==> config.mk <==
export PLATFORM = sky130hd
export DESIGN_NAME = ts_replacer_top
export DESIGN_NICKNAME = d
export VERILOG_FILES = /design/src/replacer_cfg_pkg.sv /design/src/ts_pkg.sv /design/src/pid_lookup_if.sv /design/src/pid_table.sv /design/src/replace_ram.sv /design/src/ts_replacer_top.sv /design/src/ts_rewriter.sv
export SDC_FILE = /design/constraint.sdc
export NUM_CORES = 2
export LEC_CHECK = 0
export ABC_CLOCK_PERIOD_IN_PS = 6500
export BUFFER_PORTS_ARGS = -buffer_cell sky130_fd_sc_hd__buf_2
export CORE_MARGIN = 10
export CORE_UTILIZATION = 50
export CTS_BUF_LIST = sky130_fd_sc_hd__clkbuf_2 sky130_fd_sc_hd__clkbuf_4 sky130_fd_sc_hd__clkbuf_8
export CTS_CLUSTER_SIZE = 40
export DETAILED_ROUTE_END_ITERATION = 12
export PLACE_DENSITY_LB_ADDON = 0.15
export RECOVER_POWER = 100
export SYNTH_ARGS = -nofsm -noshare
export SYNTH_HDL_FRONTEND = slang
export SYNTH_SLANG_ARGS = --single-unit
==> constraint.sdc <==
create_clock -name clk -period 6.5 [get_ports clk]
set_clock_uncertainty 0.1 [all_clocks]
set_input_delay 1.3 -clock clk [delete_from_list [all_inputs] [get_ports clk]]
set_output_delay 1.3 -clock clk [all_outputs]
set_load 0.005 [all_outputs]
==> src/replacer_cfg_pkg.sv <==
`default_nettype none

package replacer_cfg_pkg;

	localparam int PID_SLOTS = 4;
	localparam int REPLACE_GROUPS = 2;
	localparam int CFG_DATA_WIDTH = 32;

	// 47 words of 32 bits per stored packet
	localparam int RAM_WORDS = REPLACE_GROUPS * 47;
	localparam int RAM_ADDR_WIDTH = $clog2(RAM_WORDS);

	localparam int PTS_TICK_CYCLES = 1390;

	localparam int SLOT_WIDTH = (PID_SLOTS > 1) ? $clog2(PID_SLOTS) : 1;
	localparam int GROUP_WIDTH = (REPLACE_GROUPS > 1) ? $clog2(REPLACE_GROUPS) : 1;

	typedef struct packed {
		logic [12:0] reserved;
		logic        pts_en;
		logic        change_en;
		logic        match_en;
		logic [2:0]  pad;
		logic [12:0] pid;
	} pid_cfg_fields_t;

	// same word as written on the config bus and as decoded per slot
	typedef union packed {
		logic [CFG_DATA_WIDTH-1:0] raw;
		pid_cfg_fields_t           fields;
	} pid_cfg_t;

endpackage

`default_nettype wire

==> src/ts_pkg.sv <==
`default_nettype none

package ts_pkg;

	// MPEG-2 transport stream packet framing
	localparam int TS_PACKET_BYTES = 188;
	localparam logic [7:0] TS_SYNC_BYTE = 8'h47;

	// wide enough to count one past the last byte of a packet
	localparam int TS_INDEX_WIDTH = 8;

	// header PID field, split over bytes 1 and 2
	localparam int TS_PID_WIDTH = 13;

	// PES presentation time stamp, bytes 24 to 28
	localparam int TS_PTS_OFFSET = 24;
	localparam int TS_PTS_WIDTH = 33;

endpackage

`default_nettype wire

==> src/pid_lookup_if.sv <==
`default_nettype none

interface pid_lookup_if
	import ts_pkg::*, replacer_cfg_pkg::*;
();

	logic [TS_PID_WIDTH-1:0] lookup_pid;
	logic                    lookup;

	// answered combinationally by the table
	logic                    hit;
	logic                    change;
	logic                    pts_en;
	logic [GROUP_WIDTH-1:0]  group;
	logic [TS_PTS_WIDTH-1:0] pts;

	modport rewriter (
		output lookup_pid, lookup,
		input  hit, change, pts_en, group, pts
	);

	modport tbl (
		input  lookup_pid, lookup,
		output hit, change, pts_en, group, pts
	);

endinterface

`default_nettype wire

==> src/pid_table.sv <==
`default_nettype none

module pid_table
	import ts_pkg::*, replacer_cfg_pkg::*;
(
	input  logic        clk,
	input  logic        rst_n,
	input  logic        pid_wr,
	input  logic        pts_wr,
	input  logic [31:0] cfg_index,
	input  pid_cfg_t    cfg_wdata,
	input  logic [32:0] pts_wdata,
	pid_lookup_if.tbl   lk
);

	pid_cfg_t                          slot_cfg   [PID_SLOTS];
	logic [TS_PTS_WIDTH-1:0]           slot_pts   [PID_SLOTS];
	logic [GROUP_WIDTH-1:0]            slot_group [PID_SLOTS];
	logic [$clog2(PTS_TICK_CYCLES)-1:0] tick_cnt;
	logic                              tick;
	logic                              cfg_in_range;
	logic [SLOT_WIDTH-1:0]             wr_slot;
	logic                              hit;
	logic [SLOT_WIDTH-1:0]             win;

	assign cfg_in_range = (cfg_index < PID_SLOTS);
	assign wr_slot = cfg_index[SLOT_WIDTH-1:0];

	always_ff @(posedge clk) begin
		if (!rst_n) begin
			for (int i = 0; i < PID_SLOTS; i++) begin
				slot_cfg[i].raw <= '0;
			end
		end else if (pid_wr && cfg_in_range) begin
			slot_cfg[wr_slot].raw <= cfg_wdata.raw;
		end
	end

	// free-running 90 kHz style tick, first period starts after reset release
	assign tick = (tick_cnt == PTS_TICK_CYCLES - 1);

	always_ff @(posedge clk) begin
		if (!rst_n) begin
			tick_cnt <= '0;
		end else if (tick) begin
			tick_cnt <= '0;
		end else begin
			tick_cnt <= tick_cnt + 1'b1;
		end
	end

	// a written slot takes the new value, the others still advance
	always_ff @(posedge clk) begin
		if (!rst_n) begin
			for (int i = 0; i < PID_SLOTS; i++) begin
				slot_pts[i] <= '0;
			end
		end else begin
			for (int i = 0; i < PID_SLOTS; i++) begin
				if (pts_wr && cfg_in_range && wr_slot == SLOT_WIDTH'(i)) begin
					slot_pts[i] <= pts_wdata;
				end else if (tick) begin
					slot_pts[i] <= slot_pts[i] + 1'b1;
				end
			end
		end
	end

	// lowest enabled slot with a matching PID wins
	always_comb begin
		hit = 1'b0;
		win = '0;
		for (int i = PID_SLOTS - 1; i >= 0; i--) begin
			if (slot_cfg[i].fields.match_en && slot_cfg[i].fields.pid == lk.lookup_pid) begin
				hit = 1'b1;
				win = SLOT_WIDTH'(i);
			end
		end
	end

	assign lk.hit    = hit;
	assign lk.change = slot_cfg[win].fields.change_en;
	assign lk.pts_en = slot_cfg[win].fields.pts_en;
	assign lk.group  = slot_group[win];
	assign lk.pts    = slot_pts[win];

	always_ff @(posedge clk) begin
		if (!rst_n) begin
			for (int i = 0; i < PID_SLOTS; i++) begin
				slot_group[i] <= '0;
			end
		end else if (lk.lookup && hit) begin
			if (slot_group[win] == GROUP_WIDTH'(REPLACE_GROUPS - 1)) begin
				slot_group[win] <= '0;
			end else begin
				slot_group[win] <= slot_group[win] + 1'b1;
			end
		end
	end

	for (genvar g = 0; g < PID_SLOTS; g++) begin : g_group_chk
		a_group_range: assert property (@(posedge clk) disable iff (!rst_n)
			int'(slot_group[g]) < REPLACE_GROUPS);
	end

endmodule

`default_nettype wire

==> src/replace_ram.sv <==
`default_nettype none

module replace_ram
	import replacer_cfg_pkg::*;
(
	input  logic        clk,
	input  logic        data_wr,
	input  logic [31:0] cfg_index,
	input  logic [31:0] cfg_wdata,
	input  logic [31:0] rd_byte_addr,
	output logic [7:0]  rd_byte
);

	logic [CFG_DATA_WIDTH-1:0] mem [RAM_WORDS];
	logic [29:0]               rd_word;
	logic [1:0]                rd_lane;

	always_ff @(posedge clk) begin
		if (data_wr && cfg_index < RAM_WORDS) begin
			mem[cfg_index[RAM_ADDR_WIDTH-1:0]] <= cfg_wdata;
		end
	end

	// lane 0 sits in the low byte of each word
	assign rd_word = rd_byte_addr[31:2];
	assign rd_lane = rd_byte_addr[1:0];

	always_comb begin
		if (rd_word < RAM_WORDS) begin
			rd_byte = mem[rd_word[RAM_ADDR_WIDTH-1:0]][rd_lane*8 +: 8];
		end else begin
			rd_byte = 8'h00;
		end
	end

endmodule

`default_nettype wire

==> src/ts_replacer_top.sv <==
`default_nettype none

module ts_replacer_top
	import ts_pkg::*, replacer_cfg_pkg::*;
(
	input  logic                      clk,
	input  logic                      rst_n,
	input  logic                      pid_wr,
	input  logic                      pts_wr,
	input  logic                      data_wr,
	input  logic [31:0]               cfg_index,
	input  logic [CFG_DATA_WIDTH-1:0] cfg_wdata,
	input  logic [TS_PTS_WIDTH-1:0]   pts_wdata,
	input  logic                      match_enable,
	input  logic [7:0]                ts_in,
	input  logic                      ts_in_valid,
	input  logic                      ts_in_sync,
	output logic [7:0]                ts_out,
	output logic                      ts_out_valid,
	output logic                      ts_out_sync,
	output logic [CFG_DATA_WIDTH-1:0] matched_count
);

	logic [31:0] rd_byte_addr;
	logic [7:0]  rd_byte;

	pid_lookup_if lk_if ();

	pid_table u_pid_table (
		.clk       (clk),
		.rst_n     (rst_n),
		.pid_wr    (pid_wr),
		.pts_wr    (pts_wr),
		.cfg_index (cfg_index),
		.cfg_wdata (cfg_wdata),
		.pts_wdata (pts_wdata),
		.lk        (lk_if.tbl)
	);

	replace_ram u_replace_ram (
		.clk          (clk),
		.data_wr      (data_wr),
		.cfg_index    (cfg_index),
		.cfg_wdata    (cfg_wdata),
		.rd_byte_addr (rd_byte_addr),
		.rd_byte      (rd_byte)
	);

	ts_rewriter u_ts_rewriter (
		.clk           (clk),
		.rst_n         (rst_n),
		.match_enable  (match_enable),
		.ts_in         (ts_in),
		.ts_in_valid   (ts_in_valid),
		.ts_in_sync    (ts_in_sync),
		.lk            (lk_if.rewriter),
		.rd_byte_addr  (rd_byte_addr),
		.rd_byte       (rd_byte),
		.ts_out        (ts_out),
		.ts_out_valid  (ts_out_valid),
		.ts_out_sync   (ts_out_sync),
		.matched_count (matched_count)
	);

endmodule

`default_nettype wire

==> src/ts_rewriter.sv <==
`default_nettype none

module ts_rewriter
	import ts_pkg::*, replacer_cfg_pkg::*;
(
	input  logic                      clk,
	input  logic                      rst_n,
	input  logic                      match_enable,
	input  logic [7:0]                ts_in,
	input  logic                      ts_in_valid,
	input  logic                      ts_in_sync,
	pid_lookup_if.rewriter            lk,
	output logic [31:0]               rd_byte_addr,
	input  logic [7:0]                rd_byte,
	output logic [7:0]                ts_out,
	output logic                      ts_out_valid,
	output logic                      ts_out_sync,
	output logic [CFG_DATA_WIDTH-1:0] matched_count
);

	logic [7:0]                d1;
	logic [7:0]                d2;
	logic [7:0]                d3;
	logic                      s1;
	logic                      s2;
	logic                      hdr;
	logic                      take;
	logic                      matched;
	logic                      emit;
	logic [TS_INDEX_WIDTH-1:0] pkt_idx;
	logic                      cur_change;
	logic                      cur_pts_en;
	logic [GROUP_WIDTH-1:0]    cur_group;
	logic [TS_PTS_WIDTH-1:0]   cur_pts;
	logic                      first_group;
	logic [7:0]                out_byte;

	always_ff @(posedge clk) begin
		if (!rst_n) begin
			s1 <= 1'b0;
			s2 <= 1'b0;
		end else if (ts_in_valid) begin
			s1 <= ts_in_sync;
			s2 <= s1;
		end
	end

	always_ff @(posedge clk) begin
		if (ts_in_valid) begin
			d1 <= ts_in;
			d2 <= d1;
			d3 <= d2;
		end
	end

	// sync byte two beats back, so ts_in is the low PID byte
	assign hdr = ts_in_valid && s2 && (d2 == TS_SYNC_BYTE);
	assign take = hdr && lk.hit && match_enable;

	assign lk.lookup = hdr;
	assign lk.lookup_pid = {d1[4:0], ts_in};

	assign emit = ts_in_valid && matched && (pkt_idx < TS_PACKET_BYTES);
	assign first_group = (cur_group == '0);

	assign rd_byte_addr = 32'(cur_group) * 32'(TS_PACKET_BYTES) + 32'(pkt_idx);

	always_comb begin
		case (pkt_idx)
			8'd0: out_byte = d3;
			// payload start marks group 0 only
			8'd1: out_byte = {d3[7], first_group, d3[5],
				cur_change ? rd_byte[4:0] : d3[4:0]};
			8'd2: out_byte = cur_change ? rd_byte : d3;
			// adaptation field and payload both present
			8'd3: out_byte = {d3[7:6], 2'b11, d3[3:0]};
			default: out_byte = rd_byte;
		endcase
		if (cur_pts_en && first_group) begin
			case (pkt_idx)
				TS_PTS_OFFSET:     out_byte = {4'b0010, cur_pts[32:30], 1'b1};
				TS_PTS_OFFSET + 1: out_byte = cur_pts[29:22];
				TS_PTS_OFFSET + 2: out_byte = {cur_pts[21:15], 1'b1};
				TS_PTS_OFFSET + 3: out_byte = cur_pts[14:7];
				TS_PTS_OFFSET + 4: out_byte = {cur_pts[6:0], 1'b1};
				default: out_byte = out_byte;
			endcase
		end
	end

	// the last byte of a packet leaves on the same beat as the next lookup
	always_ff @(posedge clk) begin
		if (!rst_n) begin
			matched <= 1'b0;
			pkt_idx <= '0;
			matched_count <= '0;
			ts_out_valid <= 1'b0;
			ts_out_sync <= 1'b0;
		end else begin
			ts_out_valid <= 1'b0;
			ts_out_sync <= 1'b0;
			if (emit) begin
				ts_out_valid <= 1'b1;
				ts_out_sync <= (pkt_idx == '0);
				pkt_idx <= pkt_idx + 1'b1;
			end
			if (hdr) begin
				matched <= take;
				if (take) begin
					pkt_idx <= '0;
					matched_count <= matched_count + 1'b1;
				end
			end
		end
	end

	always_ff @(posedge clk) begin
		if (emit) begin
			ts_out <= out_byte;
		end
		if (take) begin
			cur_change <= lk.change;
			cur_pts_en <= lk.pts_en;
			cur_group <= lk.group;
			cur_pts <= lk.pts;
		end
	end

	a_valid_needs_match: assert property (@(posedge clk) disable iff (!rst_n)
		ts_out_valid |-> $past(matched));

	// holds for well-formed 188 byte framing on the input
	a_index_range: assert property (@(posedge clk) disable iff (!rst_n)
		(ts_in_valid && matched) |-> (pkt_idx < TS_PACKET_BYTES));

endmodule

`default_nettype wire
==> impl_metrics.toml <==
[status]
status = "complete, but fails checks"
violations = "max-capacitance violations, max-slew violations"

[min_path]
hold_end = "u_ts_rewriter.d2[7]"
min_from = "u_ts_rewriter.d1[7]"
hold_depth = 0
hold_path_class = "reg2reg"

[routing]
wl_met3_mm = 35.67
drt-initial-drc-count = 9700
drt-wirelength-per-cell_um = 33.39
drt-met1-wl_mm = 150.6
remaining_drc_errors = 0
dr.pass1.iters = 7
top_layer_used = "met5"
viasPerCell = 6.282
dr_wl_met2_mm = 179.2
ant_nets = 0
vias = 71520
routed_wl_mm = 380.2

[placement]
dpl_worst_slack_ns = 0.9815
dpl.hpwl_mm = 229.7
numPortBuffers = 154
place.gp.congestion = 0.8731

[worst_setup_path]
cp-start-kind = "flop"
crit_path_cell_trace = "ha_1 -> a21oi_1 -> a21oi_1 -> or2_2 -> buf_4 -> mux4_2 -> mux4_2 -> a21oi_1 -> a31oi_1"
critPathMaxStageDelay_ns = 1.20
r2r-end = "u_ts_rewriter.ts_out[0]"
ff2ff_path_depth = 9
cp_slowest_cell = "or2_2"
r2r_slack_ns = 0.56
critPathArrivalTime_ns = 6.58
cp_max_fo = 29
path_class = "reg2reg"
crit_top_cell = "a21oi_1"
end_kind = "flop"
worstPathRequired_ns = 7.15
r2r-start = "u_ts_rewriter.cur_group"

[power_and_ir_drop]
p_per_area_nw_per_um2 = 284.2
irDropWorstVdd_v = 0.0001954
finalPower_mw = 42.42
p_leak_nw = 46.82

[cts]
cts_root_buf = "clkbuf_8"
cts_tree = "built"
cts_buffer_depth = 4
cts.sinks = 3332
htree_levels = 6
cts_resized = 0
clk_latency_ns = 1.04
postCtsSetupRepairBufs = 0
postCtsHoldBufs = 0
numCtsBuffers = 550
path_clk_slew_ns = 0.07

[yosys]
syn_area_per_cell_um2 = 19.64
synthArstFlopShare = 0
synth_compound_area_frac = 0.02203
synth-simple-area-share = 0.04468
synth-edff-count = 3273
synth_xor_area_frac = 0.01457
synth_cells = 6767
syn-num-nets = 6897
yosysSeqAreaShare = 0.7486
synth.area.mux_share = 0.1531
synth_top_family_by_area = "multiplexers"
synth_top_flop_cell = "edfxtp_1"
ys_warn_count = 0
synth_fa_ha_area_frac = 0.001657
syn_area_um2 = 132900
synth_seq_cells = 3332
ys_types = 68

[sta]
tns_ns = 0
max_freq_mhz = 168.4
min_period_ns = 5.938
setup_viol = 0
timing_hold_violations_final = 0
rsz0062_at_grt = "false"
worst_pin_slew_ns = 5.034
drv_slew = 5708
finalWorstSetupSlack_ns = 0.5617
slew-limit-headroom = -2.356
period_share = 0.9136

[cells_and_area]
fin_util = 0.5636
nets = 7559
register_area_um2 = 99470
syn_to_final_growth_pct = 12.35
multi_input_comb_area_um2 = 31840
n_fill_cell = 20250
drive_gt1_frac = 0.2530

[global_route]
track_usage = 0.2608
antenna_found_initial = 29
grt-ovfl-total = 0
grt_pass1_wl_mm = 539.1
grt_pass1_vias = 71750
grt_max_degree = 91

[floorplanning]
io_pins = 155
start_util = 0.5017
coreArea_um2 = 264900
die_h_um = 535.5
rows = 189
dieArea_um2 = 286800
die_w_um = 535.5

[run]
cap_violations = 165
synth_stat cells, types with 10 or more instances:
master	count	share of area
edfxtp_1	3273	0.74
mux4_2	826	0.14
nand2_1	488	0.014
nor2_1	394	0.011
nand3_1	197	0.0074
clkbuf_1	192	0.0054
mux2i_1	132	0.0099
a21oi_1	130	0.0049
xnor2_1	127	0.0084
xor2_1	94	0.0062
o21ai_0	93	0.0035
nand4_1	74	0.0035
buf_2	72	0.0027
buf_4	70	0.0040
dfxtp_1	59	0.0089
nor3_1	54	0.0020
a211oi_1	43	0.0024
inv_1	43	0.0012
a31oi_1	33	0.0016
mux2_2	33	0.0028
and3_1	31	0.0015
a22o_1	28	0.0018
and4_1	20	0.0013
nor4_1	19	0.00089
buf_6	17	0.0014
a32oi_1	16	0.0011
ha_1	16	0.0015
a22oi_1	15	0.00085
buf_1	15	0.00042
o211ai_1	15	0.00085
or3_1	15	0.00071
nor2b_1	14	0.00066
o2111ai_1	12	0.00079
nand2b_1	10	0.00047
kinds of logic (layout without fill, tap and decap cells):
family                     after synthesis  after routing
other                                    0             10
xor gates and xnor gates               221            221
DFF                                   3332           3332
buffers and inverters                  411           1486
adders and majority gates               17             17
AOI/OAI and AO/OA                      453            453
and+or+nand+nor                       1340           1340
muxes                                  993            993
cells in the final DEF (no fill, tap or decap), drive strengths merged, types with 11 or more instances in the layout:
cell type	instances
edfxtp	3273
o2111ai	12
nand3	197
nand2	488
a31oi	33
mux2	33
clkbuf	1007
nand4	74
dfxtp	59
mux2i	132
inv	66
and4	20
mux4	828
buf	214
ha	16
nor4	19
xor2	94
or3	15
nor2b	14
a32oi	16
bufinv	11
clkinvlp	19
nor2	394
a21oi	130
a211oi	43
a22o	28
nor3	54
clkinv	169
a22oi	15
o21ai	98
xnor2	127
and3	32
o211ai	15
how the worst max path moves through the flow:
| stage | cells past startpoint | start | endpoint |
|---|---|---|---|
| CTS | 11 | u_ts_rewriter.cur_group | u_ts_rewriter.ts_out[5] |
| global placement | 11 | u_ts_rewriter.cur_group | u_ts_rewriter.ts_out[5] |
| floorplan | 5 | cfg_index[30] | u_pid_table.slot_pts[0][0] |
| global route | 8 | cfg_index[27] | u_replace_ram.mem[3][8] |
| finish | 9 | u_ts_rewriter.cur_group | u_ts_rewriter.ts_out[0] |
| detailed placement | 11 | u_ts_rewriter.cur_group | u_ts_rewriter.ts_out[5] |
metal layers:
metal  GRT usage  up-vias
met3     0.05193      682
met5           0        -
met2      0.4081     3738
met4     0.09011       18
met1      0.3700    38020
li1            -    29060
critical path: cells and delay by family, from the launching register on:
kind	cells	cell delay (ns)
simple gates	1	1.20
mux	2	1.24
compound gates	4	1.46
buf+inv	1	0.49
fa+ha+maj	1	0.58
flops	1	0.57
per-stage QoR:
step	std cells	hold WS, ns	area (um2)
detailed placement	10410	0.3045	140100
global placement	10410	0.3059	140100
floorplan	6767	0.3003	132900
CTS	11380	0.2929	150700
finish	11390	0.3174	149300
global route	11380	0.3281	149300
state kept, by name (all words and copies together), names as in the netlist, 11 cells and up:
signal                       flops
u_pid_table.slot_cfg            64
u_ts_rewriter.matched_count     32
u_replace_ram.mem             3008
u_pid_table.tick_cnt            11
u_ts_rewriter.cur_pts           33
u_pid_table.slot_pts           132
cell type report:
| class | count | share of cell area |
|---|---|---|
| antenna | 10 | 0.0001676 |
| clock buffer | 744 | 0.06130 |
| sequential | 3332 | 0.6663 |
| clock inverter | 221 | 0.009362 |
| timing repair buffer | 477 | 0.01889 |
| multi-input combinational | 3024 | 0.2133 |
| tap | 3533 | 0.02961 |
| inverter | 44 | 0.001106 |
where the power goes:
group          leakage (nW)  switching (mW)  total [mW]  internal [mW]
registers              30.0          0.0713        23.8           23.7
logic                  11.2           0.566       0.669          0.104
clock network          5.55            8.37        18.0           9.61
total                  46.8            9.00        42.4           33.4
(Power assumes the default switching activity.)
